### src/bf_pkg.sv
// shared sizes, hash seeds, bus and command structs and the register map
// for the APB counting Bloom filter; every block refers to it by scoped name
`default_nettype none

package bf_pkg;

  // ------------------------------------------------
  // sizes
  // ------------------------------------------------
  localparam int unsigned DATA_WIDTH   = 32;
  localparam int unsigned HASH_WIDTH   = 4;
  localparam int unsigned NUM_BUCKETS  = 2**HASH_WIDTH;
  localparam int unsigned K_HASHES     = 3;
  localparam int unsigned BUCKET_WIDTH = 4;

  typedef logic [BUCKET_WIDTH-1:0] bucket_cnt_t;
  // item count is sized from the index width
  typedef logic [HASH_WIDTH-1:0]   usage_cnt_t;
  typedef logic [NUM_BUCKETS-1:0]  bucket_vec_t;

  // ------------------------------------------------
  // hash seeds
  // ------------------------------------------------
  typedef struct packed {
    logic [DATA_WIDTH-1:0] xor_key;
    logic [4:0]            rot_amt;
  } bf_seed_t;

  // one seed per hash unit, index 0 is the rightmost entry
  localparam bf_seed_t [K_HASHES-1:0] SEEDS = '{
    '{xor_key: 32'h5a17_c3e9, rot_amt: 5'd19},
    '{xor_key: 32'h9e37_79b9, rot_amt: 5'd11},
    '{xor_key: 32'h2f6b_0d14, rot_amt: 5'd5}
  };

  // ------------------------------------------------
  // APB bus
  // ------------------------------------------------
  typedef struct packed {
    logic [7:0]            paddr;
    logic                  psel;
    logic                  penable;
    logic                  pwrite;
    logic [DATA_WIDTH-1:0] pwdata;
  } apb_req_t;

  typedef struct packed {
    logic [DATA_WIDTH-1:0] prdata;
    logic                  pready;
    logic                  pslverr;
  } apb_rsp_t;

  // filter command, one cycle wide
  typedef struct packed {
    logic clear;
    logic remove;
    logic insert;
  } bf_cmd_t;

  // member lands in bit 0, usage in bits 7:4
  typedef struct packed {
    usage_cnt_t usage;
    logic       error;
    logic       empty;
    logic       full;
    logic       member;
  } bf_status_t;

  // register offsets
  localparam logic [7:0] ADDR_DATA   = 8'h00;
  localparam logic [7:0] ADDR_CMD    = 8'h04;
  localparam logic [7:0] ADDR_STATUS = 8'h08;

endpackage

`default_nettype wire
### src/bf_top.sv
// top level of the APB counting Bloom filter
// register block, one hash unit per seed and the bucket array
`timescale 1ns/1ps
`default_nettype none

module bf_top (
  input  wire logic        clk_i,
  input  wire logic        rst_n_i,
  input  bf_pkg::apb_req_t apb_req_i,
  output bf_pkg::apb_rsp_t apb_rsp_o
);

  // key from the data register to all hash units
  logic [bf_pkg::DATA_WIDTH-1:0]             key;
  // one one-hot per hash function
  bf_pkg::bucket_vec_t [bf_pkg::K_HASHES-1:0] hash_onehot;
  bf_pkg::bf_cmd_t                           cmd;
  bf_pkg::bf_status_t                        status;

  // ------------------------------------------------
  // register block
  // ------------------------------------------------
  bf_apb_regs i_regs (
    .clk_i     (clk_i),
    .rst_n_i   (rst_n_i),
    .apb_req_i (apb_req_i),
    .apb_rsp_o (apb_rsp_o),
    .key_o     (key),
    .cmd_o     (cmd),
    .status_i  (status)
  );

  // ------------------------------------------------
  // hash units
  // ------------------------------------------------
  for (genvar g = 0; g < bf_pkg::K_HASHES; g++) begin : gen_hashes
    bf_hash_unit #(
      .SEED     (bf_pkg::SEEDS[g])
    ) i_hash (
      .key_i    (key),
      .onehot_o (hash_onehot[g])
    );
  end

  // ------------------------------------------------
  // buckets
  // ------------------------------------------------
  bf_bucket_array i_buckets (
    .clk_i    (clk_i),
    .rst_n_i  (rst_n_i),
    .hash_i   (hash_onehot),
    .cmd_i    (cmd),
    .status_o (status)
  );

endmodule

`default_nettype wire

### src/bf_apb_regs.sv
// APB slave of the filter: key register, command pulse and status readback
// pready is tied high, so every transfer ends in its access cycle
`timescale 1ns/1ps
`default_nettype none

module bf_apb_regs (
  input  wire logic                          clk_i,
  input  wire logic                          rst_n_i,
  input  bf_pkg::apb_req_t                   apb_req_i,
  output bf_pkg::apb_rsp_t                   apb_rsp_o,
  output logic [bf_pkg::DATA_WIDTH-1:0]      key_o,
  output bf_pkg::bf_cmd_t                    cmd_o,
  input  bf_pkg::bf_status_t                 status_i
);

  // access phase qualifiers
  logic access;
  logic wr_access;
  logic rd_access;
  // address decode
  logic sel_data;
  logic sel_cmd;
  logic sel_status;
  logic addr_ok;
  logic apb_err;
  // registers
  logic [bf_pkg::DATA_WIDTH-1:0] key_q;
  bf_pkg::bf_cmd_t               cmd_d;
  bf_pkg::bf_cmd_t               cmd_q;
  logic [bf_pkg::DATA_WIDTH-1:0] rd_data;

  // ------------------------------------------------
  // decode
  // ------------------------------------------------
  assign access     = apb_req_i.psel & apb_req_i.penable;
  assign sel_data   = (apb_req_i.paddr == bf_pkg::ADDR_DATA);
  assign sel_cmd    = (apb_req_i.paddr == bf_pkg::ADDR_CMD);
  assign sel_status = (apb_req_i.paddr == bf_pkg::ADDR_STATUS);
  assign addr_ok    = sel_data | sel_cmd | sel_status;

  // unmapped address or write to the read-only status
  assign apb_err    = access & (~addr_ok | (apb_req_i.pwrite & sel_status));

  // erroneous accesses have no side effect
  assign wr_access  = access & apb_req_i.pwrite & ~apb_err;
  assign rd_access  = access & ~apb_req_i.pwrite & ~apb_err;

  // ------------------------------------------------
  // command encoding
  // ------------------------------------------------
  // clear dominates, insert together with remove is dropped
  always_comb begin : proc_cmd_decode
    cmd_d        = '0;
    cmd_d.clear  = apb_req_i.pwdata[2];
    cmd_d.insert = apb_req_i.pwdata[0] & ~apb_req_i.pwdata[1] & ~apb_req_i.pwdata[2];
    cmd_d.remove = apb_req_i.pwdata[1] & ~apb_req_i.pwdata[0] & ~apb_req_i.pwdata[2];
  end

  // ------------------------------------------------
  // registers
  // ------------------------------------------------
  always_ff @(posedge clk_i) begin
    if (!rst_n_i) begin
      key_q <= '0;
    end else if (wr_access && sel_data) begin
      key_q <= apb_req_i.pwdata;
    end
  end

  // pulse for one cycle after the access edge
  always_ff @(posedge clk_i) begin
    if (!rst_n_i) begin
      cmd_q <= '0;
    end else if (wr_access && sel_cmd) begin
      cmd_q <= cmd_d;
    end else begin
      cmd_q <= '0;
    end
  end

  // ------------------------------------------------
  // read data
  // ------------------------------------------------
  always_comb begin : proc_read_mux
    rd_data = '0;
    if (rd_access) begin
      if (sel_data) begin
        rd_data = key_q;
      end else if (sel_status) begin
        // status word zero extended, CMD reads back as zero
        rd_data = {{(bf_pkg::DATA_WIDTH - $bits(bf_pkg::bf_status_t)){1'b0}}, status_i};
      end
    end
  end

  assign apb_rsp_o.prdata  = rd_data;
  assign apb_rsp_o.pready  = 1'b1;
  assign apb_rsp_o.pslverr = apb_err;

  assign key_o = key_q;
  assign cmd_o = cmd_q;

endmodule

`default_nettype wire

### src/bf_bucket_array.sv
// bucket counters, item counter and status flags of the Bloom filter
// takes the hash one-hots and the command pulse, returns the status word
`timescale 1ns/1ps
`default_nettype none

module bf_bucket_array (
  input  wire logic                                 clk_i,
  input  wire logic                                 rst_n_i,
  input  bf_pkg::bucket_vec_t [bf_pkg::K_HASHES-1:0] hash_i,
  input  bf_pkg::bf_cmd_t                           cmd_i,
  output bf_pkg::bf_status_t                        status_o
);

  // buckets picked by the current key
  bf_pkg::bucket_vec_t indicator;
  // per-bucket counter control
  bf_pkg::bucket_vec_t bucket_en;
  logic                step;
  logic                step_down;
  // per-bucket state
  bf_pkg::bucket_cnt_t [bf_pkg::NUM_BUCKETS-1:0] bucket_cnt;
  bf_pkg::bucket_vec_t bucket_nonzero;
  bf_pkg::bucket_vec_t bucket_at_max;
  bf_pkg::bucket_vec_t bucket_ovf;
  // item counter
  bf_pkg::usage_cnt_t  usage;
  logic                usage_ovf;

  // ------------------------------------------------
  // indicator vector
  // ------------------------------------------------
  always_comb begin : proc_indicator
    indicator = '0;
    for (int unsigned j = 0; j < bf_pkg::K_HASHES; j++) begin
      indicator = indicator | hash_i[j];
    end
  end

  // exactly one of insert/remove steps the counters
  assign step      = cmd_i.insert ^ cmd_i.remove;
  assign step_down = cmd_i.remove;
  assign bucket_en = step ? indicator : '0;

  // ------------------------------------------------
  // bucket counters
  // ------------------------------------------------
  for (genvar i = 0; i < bf_pkg::NUM_BUCKETS; i++) begin : gen_buckets
    bf_counter #(
      .count_t    (bf_pkg::bucket_cnt_t)
    ) i_bucket (
      .clk_i      (clk_i),
      .rst_n_i    (rst_n_i),
      .clear_i    (cmd_i.clear),
      .en_i       (bucket_en[i]),
      .down_i     (step_down),
      .count_o    (bucket_cnt[i]),
      .overflow_o (bucket_ovf[i])
    );
    assign bucket_nonzero[i] = |bucket_cnt[i];
    assign bucket_at_max[i]  = &bucket_cnt[i];
  end

  // ------------------------------------------------
  // item counter
  // ------------------------------------------------
  // one step per insert or remove, same direction as the buckets
  bf_counter #(
    .count_t    (bf_pkg::usage_cnt_t)
  ) i_usage (
    .clk_i      (clk_i),
    .rst_n_i    (rst_n_i),
    .clear_i    (cmd_i.clear),
    .en_i       (step),
    .down_i     (step_down),
    .count_o    (usage),
    .overflow_o (usage_ovf)
  );

  // ------------------------------------------------
  // lookup and flags
  // ------------------------------------------------
  // member only if every indicated bucket holds something
  assign status_o.member = ((indicator & bucket_nonzero) == indicator);
  assign status_o.full   = |bucket_at_max;
  assign status_o.empty  = ~|bucket_nonzero;
  // any sticky overflow anywhere
  assign status_o.error  = (|bucket_ovf) | usage_ovf;
  assign status_o.usage  = usage;

endmodule

`default_nettype wire

### src/bf_counter.sv
// saturating up/down counter with a sticky overflow flag
// count_t selects the width, used for the bucket and the item counters
`timescale 1ns/1ps
`default_nettype none

module bf_counter #(
  parameter type count_t = logic [3:0]
) (
  input  wire logic clk_i,
  input  wire logic rst_n_i,
  input  wire logic clear_i,
  input  wire logic en_i,
  input  wire logic down_i,
  output count_t    count_o,
  output logic      overflow_o
);

  count_t count_q;
  logic   overflow_q;
  // count sitting at one of the saturation limits
  logic   at_max;
  logic   at_zero;

  assign at_max  = &count_q;
  assign at_zero = ~|count_q;

  // ------------------------------------------------
  // counter and sticky overflow
  // ------------------------------------------------
  always_ff @(posedge clk_i) begin
    if (!rst_n_i || clear_i) begin
      count_q    <= '0;
      overflow_q <= 1'b0;
    end else if (en_i) begin
      if (down_i) begin
        // hold at zero, flag the underflow
        if (at_zero) begin
          overflow_q <= 1'b1;
        end else begin
          count_q <= count_t'(count_q - 1'b1);
        end
      end else begin
        // hold at max, flag the overflow
        if (at_max) begin
          overflow_q <= 1'b1;
        end else begin
          count_q <= count_t'(count_q + 1'b1);
        end
      end
    end
  end

  assign count_o    = count_q;
  assign overflow_o = overflow_q;

endmodule

`default_nettype wire

### src/bf_hash_unit.sv
// one seeded hash of the filter key into a one-hot bucket vector
// instantiated once per hash function, each with its own seed
`timescale 1ns/1ps
`default_nettype none

module bf_hash_unit #(
  parameter bf_pkg::bf_seed_t SEED = bf_pkg::SEEDS[0]
) (
  input  wire logic [bf_pkg::DATA_WIDTH-1:0] key_i,
  output bf_pkg::bucket_vec_t                onehot_o
);

  // key mixed with the seed, then rotated
  logic [bf_pkg::DATA_WIDTH-1:0]   mixed;
  logic [2*bf_pkg::DATA_WIDTH-1:0] doubled;
  logic [bf_pkg::DATA_WIDTH-1:0]   rotated;
  logic [bf_pkg::HASH_WIDTH-1:0]   index;

  // substitution step
  assign mixed = key_i ^ SEED.xor_key;

  // left rotate via a doubled copy
  // the upper half wraps the bits shifted out of the lower copy
  assign doubled = {mixed, mixed} << SEED.rot_amt;
  assign rotated = doubled[2*bf_pkg::DATA_WIDTH-1:bf_pkg::DATA_WIDTH];

  // fold all nibbles down to one bucket index
  always_comb begin : proc_fold
    index = '0;
    for (int unsigned i = 0; i < bf_pkg::DATA_WIDTH / bf_pkg::HASH_WIDTH; i++) begin
      index = index ^ rotated[i*bf_pkg::HASH_WIDTH +: bf_pkg::HASH_WIDTH];
    end
  end

  // index to one-hot
  always_comb begin : proc_onehot
    onehot_o        = '0;
    onehot_o[index] = 1'b1;
  end

endmodule

`default_nettype wire

### config.mk
export PLATFORM = sky130hd
export DESIGN_NAME = bf_top
export DESIGN_NICKNAME = d
export VERILOG_FILES = /design/src/bf_pkg.sv /design/src/bf_top.sv /design/src/bf_apb_regs.sv /design/src/bf_bucket_array.sv /design/src/bf_counter.sv /design/src/bf_hash_unit.sv
export SDC_FILE = /design/constraint.sdc
export NUM_CORES = 1
export LEC_CHECK = 0
export ABC_CLOCK_PERIOD_IN_PS = 8900
export BUFFER_PORTS_ARGS = -buffer_cell sky130_fd_sc_hd__buf_2
export CAP_MARGIN = 25
export CORE_UTILIZATION = 35
export DETAILED_ROUTE_END_ITERATION = 16
export PLACE_DENSITY = 0.55
export SKIP_CTS_REPAIR_TIMING = 1
export SYNTH_ARGS = -nofsm -noshare
export SYNTH_HDL_FRONTEND = slang
export SYNTH_SLANG_ARGS = --single-unit
### constraint.sdc
create_clock -name clk_i -period 8.9 [get_ports clk_i]
set_input_delay 1.78 -clock clk_i [delete_from_list [all_inputs] [get_ports clk_i]]
set_output_delay 1.78 -clock clk_i [all_outputs]
set_load 0.01 [all_outputs]
# Word-level counts from Yosys, hierarchy flattened
# Index checks and enable logic that the tools add are counted.
[classes] shift=0 bitwise_logic=49 muxes=112 magnitude_cmp=6 mul=0 add_sub_neg=34 div=0 n_reduce_logical=98 eq_ne=54
[op_table] operator="$mux W4" count=51
[op_table] operator="$reduce_and A3 Y1" count=34
[op_table] operator="$xor A4 B4 Y4" count=21
[op_table] operator="$add A4 B1 Y4 const B" count=17
[op_table] operator="$ne A2 B2 Y1 const B" count=34
[op_table] operator="$reduce_and A4 Y1" count=17
[op_table] operator="$reduce_or A4 Y1" count=17
[op_table] operator="$sub A4 B1 Y4 const B" count=17
[op_table] operator="$mux W32" count=2
[op_table] operator="$reduce_or A64 Y1" count=1
[op_table] operator="$mux W1" count=54
[op_table] operator="$ne A2 B1 Y1 const B" count=17
[op_table] operator="$reduce_bool A2 Y1" count=17
[op_table] operator="$or A16 B16 Y16" count=2
[op_table] operator="$reduce_or A16 Y1" count=2
[op_table] operator="$not A20 Y20" count=1
[op_table] operator="$not A17 Y17" count=1
[op_table] operator="$and A16 B16 Y16" count=1
[op_table] operator="$eq A16 B16 Y1" count=1
[op_table] operator="$mux W16" count=1
[op_table] operator="$lt A4 B5 Y1 const B" count=3
[op_table] operator="$not A15 Y15" count=1
[op_table] operator="$demux W1 S4" count=3
[op_table] operator="$ge A4 B1 Y1 const B" count=3
[op_table] operator="12 further kinds" count=35
[totals] rom_bits=0 latchBits=0 n_memories=0 input_bits=45 out_inout_bits=34 ram_bits=0 regBits=120 word_cells=391

# Logic depth before layout (Yosys ltp)
# Gate-level depths: netlist of the first run.
[depth] ltp_word=19 ltp_mapped=9 ltp_nobuf=8

# Modules after synthesis
# Synthesis of the first run repeated with hierarchy kept, for this count alone.
[hier_totals] hier_cells=1075 area_unflattened_um2=8941.1
[modules_own_cells] mod="bf_counter" area_per_inst_um2=320.3 seq_area_each_um2=100.1 instances=17 cells_per_inst=37
[modules_own_cells] mod="bf_apb_regs" area_per_inst_um2=1786.7 seq_area_each_um2=700.7 instances=1 cells_per_inst=206
[modules_own_cells] mod="bf_hash_unit" area_per_inst_um2=380.4 seq_area_each_um2=0.0 instances=3 cells_per_inst=48
[modules_own_cells] mod="bf_bucket_array" area_per_inst_um2=568.0 seq_area_each_um2=0.0 instances=1 cells_per_inst=96

# Worst setup path before layout of the first run
# No wires, ideal clock.
[synth_path] path_type="in2out" startpoint="input port apb_req_i[40] (netlist name)" endpoint="output port apb_rsp_o[2] (netlist name)" arrival_time_ns=3.378 t_required_ns=7.120 stages=5 n_path_buf=0 slack_ns=3.742 path_cell_list="nor4_1 nand2_1 nor3b_1 nand4b_1 o41ai_2"
[synth_lines] item="start, declared" line_no="bf_top.sv:9" text="input bf_pkg::apb_req_t apb_req_i,"
[synth_lines] item="end, declared" line_no="bf_top.sv:10" text="output bf_pkg::apb_rsp_t apb_rsp_o"

==> out/results.tsv, run 1 <==
metric	value	unit
headroom to the max-slew limit	0.315	
synth warn	0	
die area	22100	um^2
clock sink total	120	
Synth Area per Inst	8.43	um^2
Buffers on Ports	77	
Crit path arrival time	4240	ps
area grow syn2layout	17.5	%
Post-DRT Antenna Nets	0	
largest net degree at the start of global routing	86	
dominant cell type by area after synthesis	dfxtp_1	
Post-route DRC	0	
hold crit path type	reg -> reg	
final wirelength	19000	um
syn nets	990	
synth cell count leaders	nand2_1, dfxtp_1, nor2_1, xnor2_1, a21oi_1	
site row count	53	
clock slew at reported path FFs	50	ps
FF-to-FF End	i_buckets.gen_buckets[8].i_bucket.count_o[3]	
critical path launch point type	primary input	
synthesized area	7540	um^2
Overflow after GRT	0	
PwrDens	147	nW/um^2
htree depth	4	
critical path fanouts, max	13	
sequential area share after synthesis	0.319	
first-pass iteration count of the detailed router	4	
Total GRT Usage	0.183	
Non-Filler Instances	1255	
Crit. End Element	primary output	
num ports	79	
DP Cell Count	1220	
dpl hpwl	13600	um
vias in the first global route	6025	
ANT cells	0	
main area contributors after synthesis	dfxtp_1, xnor2_1, nand2_1, nor2_1, ha_1	
number of synthesized register bits	120	
Crit. Startpoint	apb_req_i[40]	
CTS tree	built	
proportion of layout cells with a drive suffix above 1	0.167	
vias per cell	5.01	
max-slew violations	0	
Max VDD drop	112	uV
clock buffer depth	2	
Final Hold Fails	0	
asr flop ratio synth	0	
final net count	1063	
Worst Setup EP	apb_rsp_o[2]	
Die Ht	149	um
most common cell in the netlist	nand2_1	
area share of the largest cell type after synthesis	0.319	
FF-to-FF setup slack	5800	ps
Die Width	149	um
R2R depth	8	
fin crit share	0.676	
gpl congestion	0.818	
fmax	166	MHz
Initial Util	0.357	
Worst Clk Skew	11.2	ps
r2r startpoint	i_regs.key_o[8]	
core region area	21100	um^2
Pleak	3.31	nW
post-synth cell types	54	
first-pass GRT wire length	31700	um
Syn Inst Count	894	
Filler cells	2129	
final setup TNS	0	ps
final setup fails	0	
top_reg_cell synth	dfxtp_1	
Post-synth EDFFs	0	
vias post-DR	6282	
First DRT Iteration DRCs	260	
total CTS buffers	17	
max-cap violation count	0	
status	finished clean	
Root Buffer	clkbuf_16	
fin crit period	6020	ps
CP Data Required Time	7120	ps
RSZ-0062 raised after global routing	no	
WL per Instance	15.1	um
worst skew pair latency	420	ps
Least-Margin Pin Slew	1020	ps
initial antenna violation count	0	
WS Path Type	in -> out	
## per-layer routing
metal	global-route usage	vias up	wire length [um]
met5	0	-	0
met4	0.0556	0	281
met3	0.0465	18	968
met2	0.291	150	8660
met1	0.242	2880	9070
li1	-	3234	-
## per-stage QoR
stage	hold WS [ps]	area, um^2	setup slack [ps]	total power, mW	util
finish	478	8860	2880	1.30	0.420
CTS	474	8830	2540	1.32	0.419
detailed placement	460	8200	2550	0.575	0.389
global placement	450	8190	2700	0.575	0.388
floorplan	437	7540	3740	0.561	-
global route	498	8860	2590	1.35	0.420
## cell usage in the layout (no fill, tap or decap), types with 17 or more instances in the layout
| cell type | instances |
|---|---|
| a211oi_1 | 17 |
| a21boi_0 | 32 |
| a21o_1 | 17 |
| a21oi_1 | 46 |
| and2_1 | 25 |
| buf_2 | 77 |
| clkbuf_16 | 17 |
| dfxtp_1 | 119 |
| fa_1 | 17 |
| ha_1 | 34 |
| inv_1 | 38 |
| mux2i_1 | 17 |
| nand2_1 | 122 |
| nand4_1 | 27 |
| nor2_1 | 117 |
| nor4_1 | 26 |
| o21ai_0 | 22 |
| xnor2_1 | 81 |
## logic make-up (layout without fill, tap and decap cells)
family | count (synthesis) | after routing | synth area share
adders and majority gates | 51 | 51 | 0.102
muxes | 17 | 17 | 0.0226
and+or+nand+nor | 354 | 354 | 0.226
AOI/OAI and AO/OA | 172 | 172 | 0.160
buffers and inverters | 76 | 162 | 0.0413
xor gates and xnor gates | 103 | 103 | 0.130
other | 1 | 1 | 0.000498
DFF | 120 | 120 | 0.319
## worst min-delay path by stage
stage	start	end	slack (ps)	cells after the start
floorplan	i_buckets.gen_buckets[13].i_bucket.overflow_o	i_buckets.gen_buckets[13].i_bucket.overflow_o	440	2
global placement	i_buckets.gen_buckets[7].i_bucket.overflow_o	i_buckets.gen_buckets[7].i_bucket.overflow_o	450	2
finish	i_buckets.gen_buckets[5].i_bucket.overflow_o	i_buckets.gen_buckets[5].i_bucket.overflow_o	480	2
global route	i_buckets.gen_buckets[7].i_bucket.overflow_o	i_buckets.gen_buckets[7].i_bucket.overflow_o	500	2
CTS	i_buckets.gen_buckets[5].i_bucket.overflow_o	i_buckets.gen_buckets[5].i_bucket.overflow_o	470	2
detailed placement	i_buckets.gen_buckets[5].i_bucket.overflow_o	i_buckets.gen_buckets[5].i_bucket.overflow_o	460	2
## sequential cells by signal (all words and copies together), names as in the netlist
register,count
i_buckets.i_usage.overflow_o,1
i_regs.key_o,32
i_buckets.gen_buckets.i_bucket.overflow_o,16
i_regs.cmd_o,3
i_buckets.gen_buckets.i_bucket.count_o,64
i_buckets.i_usage.count_o,4
## critical path, stage by stage
cell and delay (ps):
buf_2 100, nor4_1 370, nand2_1 190, nor3_2 480, inv_1 150, nor2_1 560, buf_6 230, nand2_1 90
o41ai_2 80, buf_2 200
## area by class of cell
type                       count  area, um^2  share of cell area
timing repair buffer          91         489              0.0552
inverter                      39         146              0.0165
sequential                   120        2410               0.272
clock buffer                  18         439              0.0496
tap                          275         344              0.0389
clock inverter                14         196              0.0222
multi-input combinational    698        4830               0.546
## report_power, final
part	total, mW	switching [mW]	internal (mW)
clock	0.742	0.264	0.478
combinational	0.0261	0.0154	0.0107
sequential	0.537	0.0000661	0.537
total	1.30	0.280	1.03
Power figures use the tool's default switching activity.
==> inputs of run 2 (changes only) <==
Settings changed: ABC_CLOCK_PERIOD_IN_PS 8900 to 5130, PLACE_DENSITY 0.55 to 0.57.
Clock period 8.9 ns to 5.13 ns, I/O delays scaled along.
==> run 2 against run 1 <==
Sequential share of layout area up 0.096 points. Register-to-register slack worse by 3700 ps. Count of clock-buffer cells in the layout unchanged. Global-route usage down 0.32 points. Critical endpoint unchanged. Combinational power up 77%. Worst setup slack worse by 2100 ps. Via count up 1.4%. First-iteration DRC count up 10%. Wire length up 0.28%.
==> out/results.tsv, run 2 (synthesis gave the netlist of run 1 again) <==
metric	value	unit	change
status	finished clean		
clock buffer depth	2		unchanged
vias in the first global route	6058		+0.55%
Die Width	149	um	unchanged
First DRT Iteration DRCs	287		+10%
Overflow after GRT	0		unchanged
clock slew at reported path FFs	60	ps	about the same
clock share of power	0.558		-0.010
Final Hold Fails	0		unchanged
Max VDD drop	203	uV	+81%
first-pass iteration count of the detailed router	5		+1
final wirelength	19000	um	+0.28%
Least-Margin Pin Slew	1100	ps	+85.4 ps
max-slew violations	0		unchanged
CP Data Required Time	4100	ps	-3020 ps
critical path fanouts, max	16		+3
final net count	1062		-0.094%
total CTS buffers	17		unchanged
Post-DRT Antenna Nets	0		unchanged
Fin Hold WS	475	ps	-2.32 ps
WHS Path Cells	2		unchanged
FF-to-FF End	i_buckets.gen_buckets[9].i_bucket.count_o[3]		
Post-route DRC	0		unchanged
vias post-DR	6369		+1.4%
dpl hpwl	13600	um	+0.12%
die area	22100	um^2	unchanged
post-layout util	0.418		-0.00148
htree depth	4		unchanged
Total GRT Usage	0.180		-0.00316
hold path start	i_buckets.gen_buckets[0].i_bucket.overflow_o		
WL per Instance	15.2	um	+0.36%
Pleak	3.29	nW	-0.77%
fin crit period	4330	ps	
vias per cell	5.08		+1.5%
PwrDens	251	nW/um^2	+70%
ANT cells	0		unchanged
Area after DPL	8210	um^2	+0.15%
area grow syn2layout	17.1	%	
worst skew pair latency	430	ps	about the same
commonest non-fill, non-tap cell in the layout	nand2_1		
WHS Endpoint	i_buckets.gen_buckets[0].i_bucket.overflow_o		
first-pass GRT wire length	31300	um	-1.3%
proportion of layout cells with a drive suffix above 1	0.165		-0.00187
Gate power share	0.021		about the same
Largest register FFs	64		unchanged
Root Buffer	clkbuf_16		
RSZ-0062 raised after global routing	no		
Worst Clk Skew	10.3	ps	-0.991 ps
clock sink total	120		unchanged
grt met1 use	0.231		-0.0113
gpl congestion	0.876		+7.0%
r2r startpoint	i_regs.key_o[8]		
Crit. End Element	primary output		
site row count	53		unchanged
Crit path arrival time	3300	ps	-940 ps
hold crit path type	reg -> reg		
num ports	79		unchanged
DP Cell Count	1221		+0.082%
R2R depth	8		unchanged
most frequent cells in the layout	nand2_1, dfxtp_1, nor2_1		
Non-Filler Instances	1254		-0.080%
Initial Util	0.357		unchanged
critical path launch point type	flop		
max-cap violation count	0		unchanged
initial antenna violation count	0		unchanged
power share of the sequential group	0.421		+0.009
largest net degree at the start of global routing	50		-42%
CTS tree	built		
headroom to the max-slew limit	0.258		-0.0575
GR Util met2	0.288		-0.00234
WS Path Type	reg -> out		
Buffers on Ports	77		unchanged
final setup TNS	0	ps	unchanged
final setup fails	0		unchanged
core region area	21100	um^2	unchanged
Psw	496	uW	+77%
fmax	231	MHz	
final instance area	8820	um^2	-0.35%
sw frac	0.224		+0.00973
GR peak layer	met2		
fin crit share	0.844		
Die Ht	149	um	unchanged
Pint	1.72	mW	+67%
M3 GR Usage	0.0544		+0.00795
FF-to-FF setup slack	2100	ps	-3700 ps
[run 2: area by class of cell]
| cell class | count | area, um^2 |
|---|---|---|
| clock buffer | 18 | 429 |
| clock inverter | 14 | 176 |
| fill | 2135 | 12300 |
| inverter | 39 | 146 |
| multi-input combinational | 698 | 4840 |
| sequential | 120 | 2410 |
| tap | 275 | 344 |
| timing repair buffer | 90 | 483 |
[run 2: how the worst max path moves through the flow]
| stage | end | from | cells after the start | slack [ps] |
|---|---|---|---|---|
| 2_1_floorplan | apb_rsp_o[2] | apb_req_i[40] | 5 | 1480 |
| 3_3_place_gp | apb_rsp_o[2] | apb_req_i[40] | 7 | 980 |
| 3_5_place_dp | apb_rsp_o[2] | apb_req_i[40] | 7 | 970 |
| 4_1_cts | apb_rsp_o[2] | i_regs.key_o[26] | 9 | 670 |
| 5_1_grt | apb_rsp_o[2] | i_regs.key_o[18] | 9 | 620 |
| 6_report | apb_rsp_o[2] | i_regs.key_o[8] | 8 | 800 |
[run 2: power groups by stage]
stage | sequential [mW] | clock, mW | combinational [mW]
2_1_floorplan | 0.953 | 0 | 0.0213
3_3_place_gp | 0.952 | 0 | 0.0469
3_5_place_dp | 0.952 | 0 | 0.0463
4_1_cts | 0.931 | 1.26 | 0.0465
5_1_grt | 0.931 | 1.30 | 0.0509
6_report | 0.932 | 1.23 | 0.0463
[run 2: worst max-delay path, cell delays in order (launching register included)]
cell,delay (ps)
dfxtp_1,390
xnor2_1,160
xnor2_1,160
xnor2_2,710
xnor2_2,260
a32oi_1,460
nor2b_1,110
o41ai_2,420
buf_2,200
[run 2: metrics by stage]
| step | setup WS (ps) | total power, mW |
|---|---|---|
| 2_1_floorplan | 1480 | 0.974 |
| 3_5_place_dp | 969 | 0.998 |
| 5_1_grt | 620 | 2.28 |
| 6_report | 802 | 2.21 |
| 3_3_place_gp | 981 | 0.999 |
| 4_1_cts | 674 | 2.24 |
[run 2: routing by layer]
| metal | vias up | share of wire |
|---|---|---|
| li1 | 3218 | - |
| met1 | 2946 | 0.47 |
| met2 | 182 | 0.45 |
| met3 | 23 | 0.061 |
| met4 | 0 | 0.015 |
| met5 | - | 0 |
==> inputs of run 3 (changes only) <==
Settings changed: ABC_CLOCK_PERIOD_IN_PS 5130 to 4100, PLACE_DENSITY 0.57 to 0.55.
Clock period 5.13 ns to 4.1 ns, I/O delays scaled along.
==> run 3 against run 2 <==
Flip-flop and latch count unchanged. Sequential share of layout area down 0.34 points. Wire length about the same. Utilization up 0.53 points. Clock power up 22%. Worst setup slack worse by 640 ps. Count of clock-buffer cells in the layout up 1. Global-route usage up 0.46 points. Die area unchanged. Highest routed layer unchanged.
==> out/results.tsv, run 3 (synthesis gave the netlist of run 1 again) <==
metric	value	unit	change
Max VDD drop	187	uV	-7.9%
vias per cell	5.01		-1.4%
fmax	254	MHz	
Die Width	149	um	unchanged
final net count	1073		+1.0%
Buffers on Ports	77		unchanged
WS Path Type	reg -> out		
commonest non-fill, non-tap cell in the layout	nand2_1		
r2r startpoint	i_regs.key_o[4]		
clock buffer depth	2		unchanged
die area	22100	um^2	unchanged
Power Total	2.73	mW	+23%
Fin Hold WS	478	ps	+2.88 ps
power share of the sequential group	0.427		+0.006
total CTS buffers	17		unchanged
most frequent cells in the layout	nand2_1, dfxtp_1, nor2_1		
clock slew at reported path FFs	60	ps	about the same
site row count	53		unchanged
Worst path max stage delay	530	ps	-180 ps
sw frac	0.229		+0.00489
Worst Clk Skew	12.5	ps	+2.26 ps
fin crit share	0.961		
PwrDens	305	nW/um^2	+22%
hold crit path type	reg -> reg		
Area after DPL	8290	um^2	+0.94%
Die Ht	149	um	unchanged
pre-CTS setup slack	536	ps	-433 ps
Crit. End Element	primary output		
CP bufs+invs	2		+1
slack of the critical path	161	ps	-642 ps
Non-Filler Instances	1265		+0.88%
Gate power share	0.021		about the same
first-pass iteration count of the detailed router	5		unchanged
Initial Util	0.357		unchanged
RSZ-0062 raised after global routing	no		
initial antenna violation count	0		unchanged
Crit path max-delay family	XOR/XNOR gates		
final setup TNS	0	ps	unchanged
Final Hold Fails	0		unchanged
DP Cell Count	1232		+0.90%
first-pass GRT wire length	32100	um	+2.7%
max-slew violations	0		unchanged
final setup fails	0		unchanged
max-cap violation count	0		unchanged
headroom to the max-slew limit	0.339		+0.0813
Crit. Startpoint	i_regs.key_o[4]		
footprint of the multi-input gates	4870	um^2	+0.67%
ANT cells	0		unchanged
CP Data Required Time	3280	ps	-820 ps
R2R depth	8		unchanged
CTS tree	built		
Crit path arrival time	3120	ps	-180 ps
status	finished clean		
num ports	79		unchanged
final instance area	8940	um^2	+1.3%
Largest register FFs	64		unchanged
area grow syn2layout	18.6	%	
vias post-DR	6335		-0.53%
vias in the first global route	6114		+0.92%
Psw	625	uW	+26%
clock sink total	120		unchanged
Root Buffer	clkbuf_16		
dpl hpwl	13700	um	+0.55%
number of cells on the critical path	9		+1
First DRT Iteration DRCs	307		+7.0%
Least-Margin Pin Slew	982	ps	-121 ps
clock share of power	0.552		-0.006
worst skew pair latency	430	ps	about the same
gpl congestion	0.853		-2.6%
worst path cell trace	xnor2_1 > xnor2_1 > xnor2_2 > buf_4 > nor2_1 > a32oi_1 > nor2b_1 > o41ai_2 > buf_2		
Top cell by count, worst path	xnor2_1		
WL per Instance	15.0	um	-0.95%
critical path fanouts, max	10		-6
Filler cells	2124		-0.52%
Pint	2.10	mW	+23%
Post-DRT Antenna Nets	0		unchanged
critical path launch point type	flop		
Overflow after GRT	0		unchanged
Post-route DRC	0		unchanged
fin crit period	3940	ps	
htree depth	4		unchanged
final wirelength	19000	um	about the same
Slowest cell on crit path	xnor2_2		
WHS Path Cells	2		unchanged
largest net degree at the start of global routing	82		+64%
hold path start	i_buckets.gen_buckets[4].i_bucket.overflow_o		
core region area	21100	um^2	unchanged
post-layout util	0.424		+0.00528
proportion of layout cells with a drive suffix above 1	0.177		+0.0113
Total GRT Usage	0.184		+0.00459
Pleak	3.34	nW	+1.7%
Register Area	2410	um^2	unchanged
==> run 3: area by class of cell <==
cell class | instances | share of cell area
multi-input cells | 698 | 0.545
flip-flops and latches | 120 | 0.269
repair buffers | 101 | 0.0647
clock buffers | 19 | 0.0496
well taps | 275 | 0.0385
clock inverters | 13 | 0.0164
inverters | 39 | 0.0164
==> run 3: metal layers <==
metal,global-route usage,routed length [um]
met1,0.250,9130
met2,0.287,8450
met3,0.0446,1160
met4,0.0566,295
met5,0,0
==> run 3: final timing paths <==
path	end	slack [ps]
min	i_buckets.gen_buckets[4].i_bucket.overflow_o	480
min reg2reg	i_buckets.gen_buckets[4].i_bucket.overflow_o	480
max reg2reg	i_buckets.gen_buckets[9].i_bucket.count_o[3]	1280
max	apb_rsp_o[2]	160
==> run 3: power groups by stage <==
stage / Clock, mW / Sequential [mW] / Combinational [mW]
3_5_place_dp: 0 / 1.19 / 0.0579
6_report: 1.50 / 1.17 / 0.0577
3_3_place_gp: 0 / 1.19 / 0.0577
4_1_cts: 1.54 / 1.17 / 0.0581
2_1_floorplan: 0 / 1.19 / 0.0266
5_1_grt: 1.59 / 1.16 / 0.0639
==> run 3: worst register-to-register path: cells and delay by family (launching register included) <==
kind             cells  cell delay [ps]
XOR/XNOR             4             1130
AND/OR/NAND/NOR      3              640
AO/OA/AOI/OAI        1              560
flip-flops           1              340
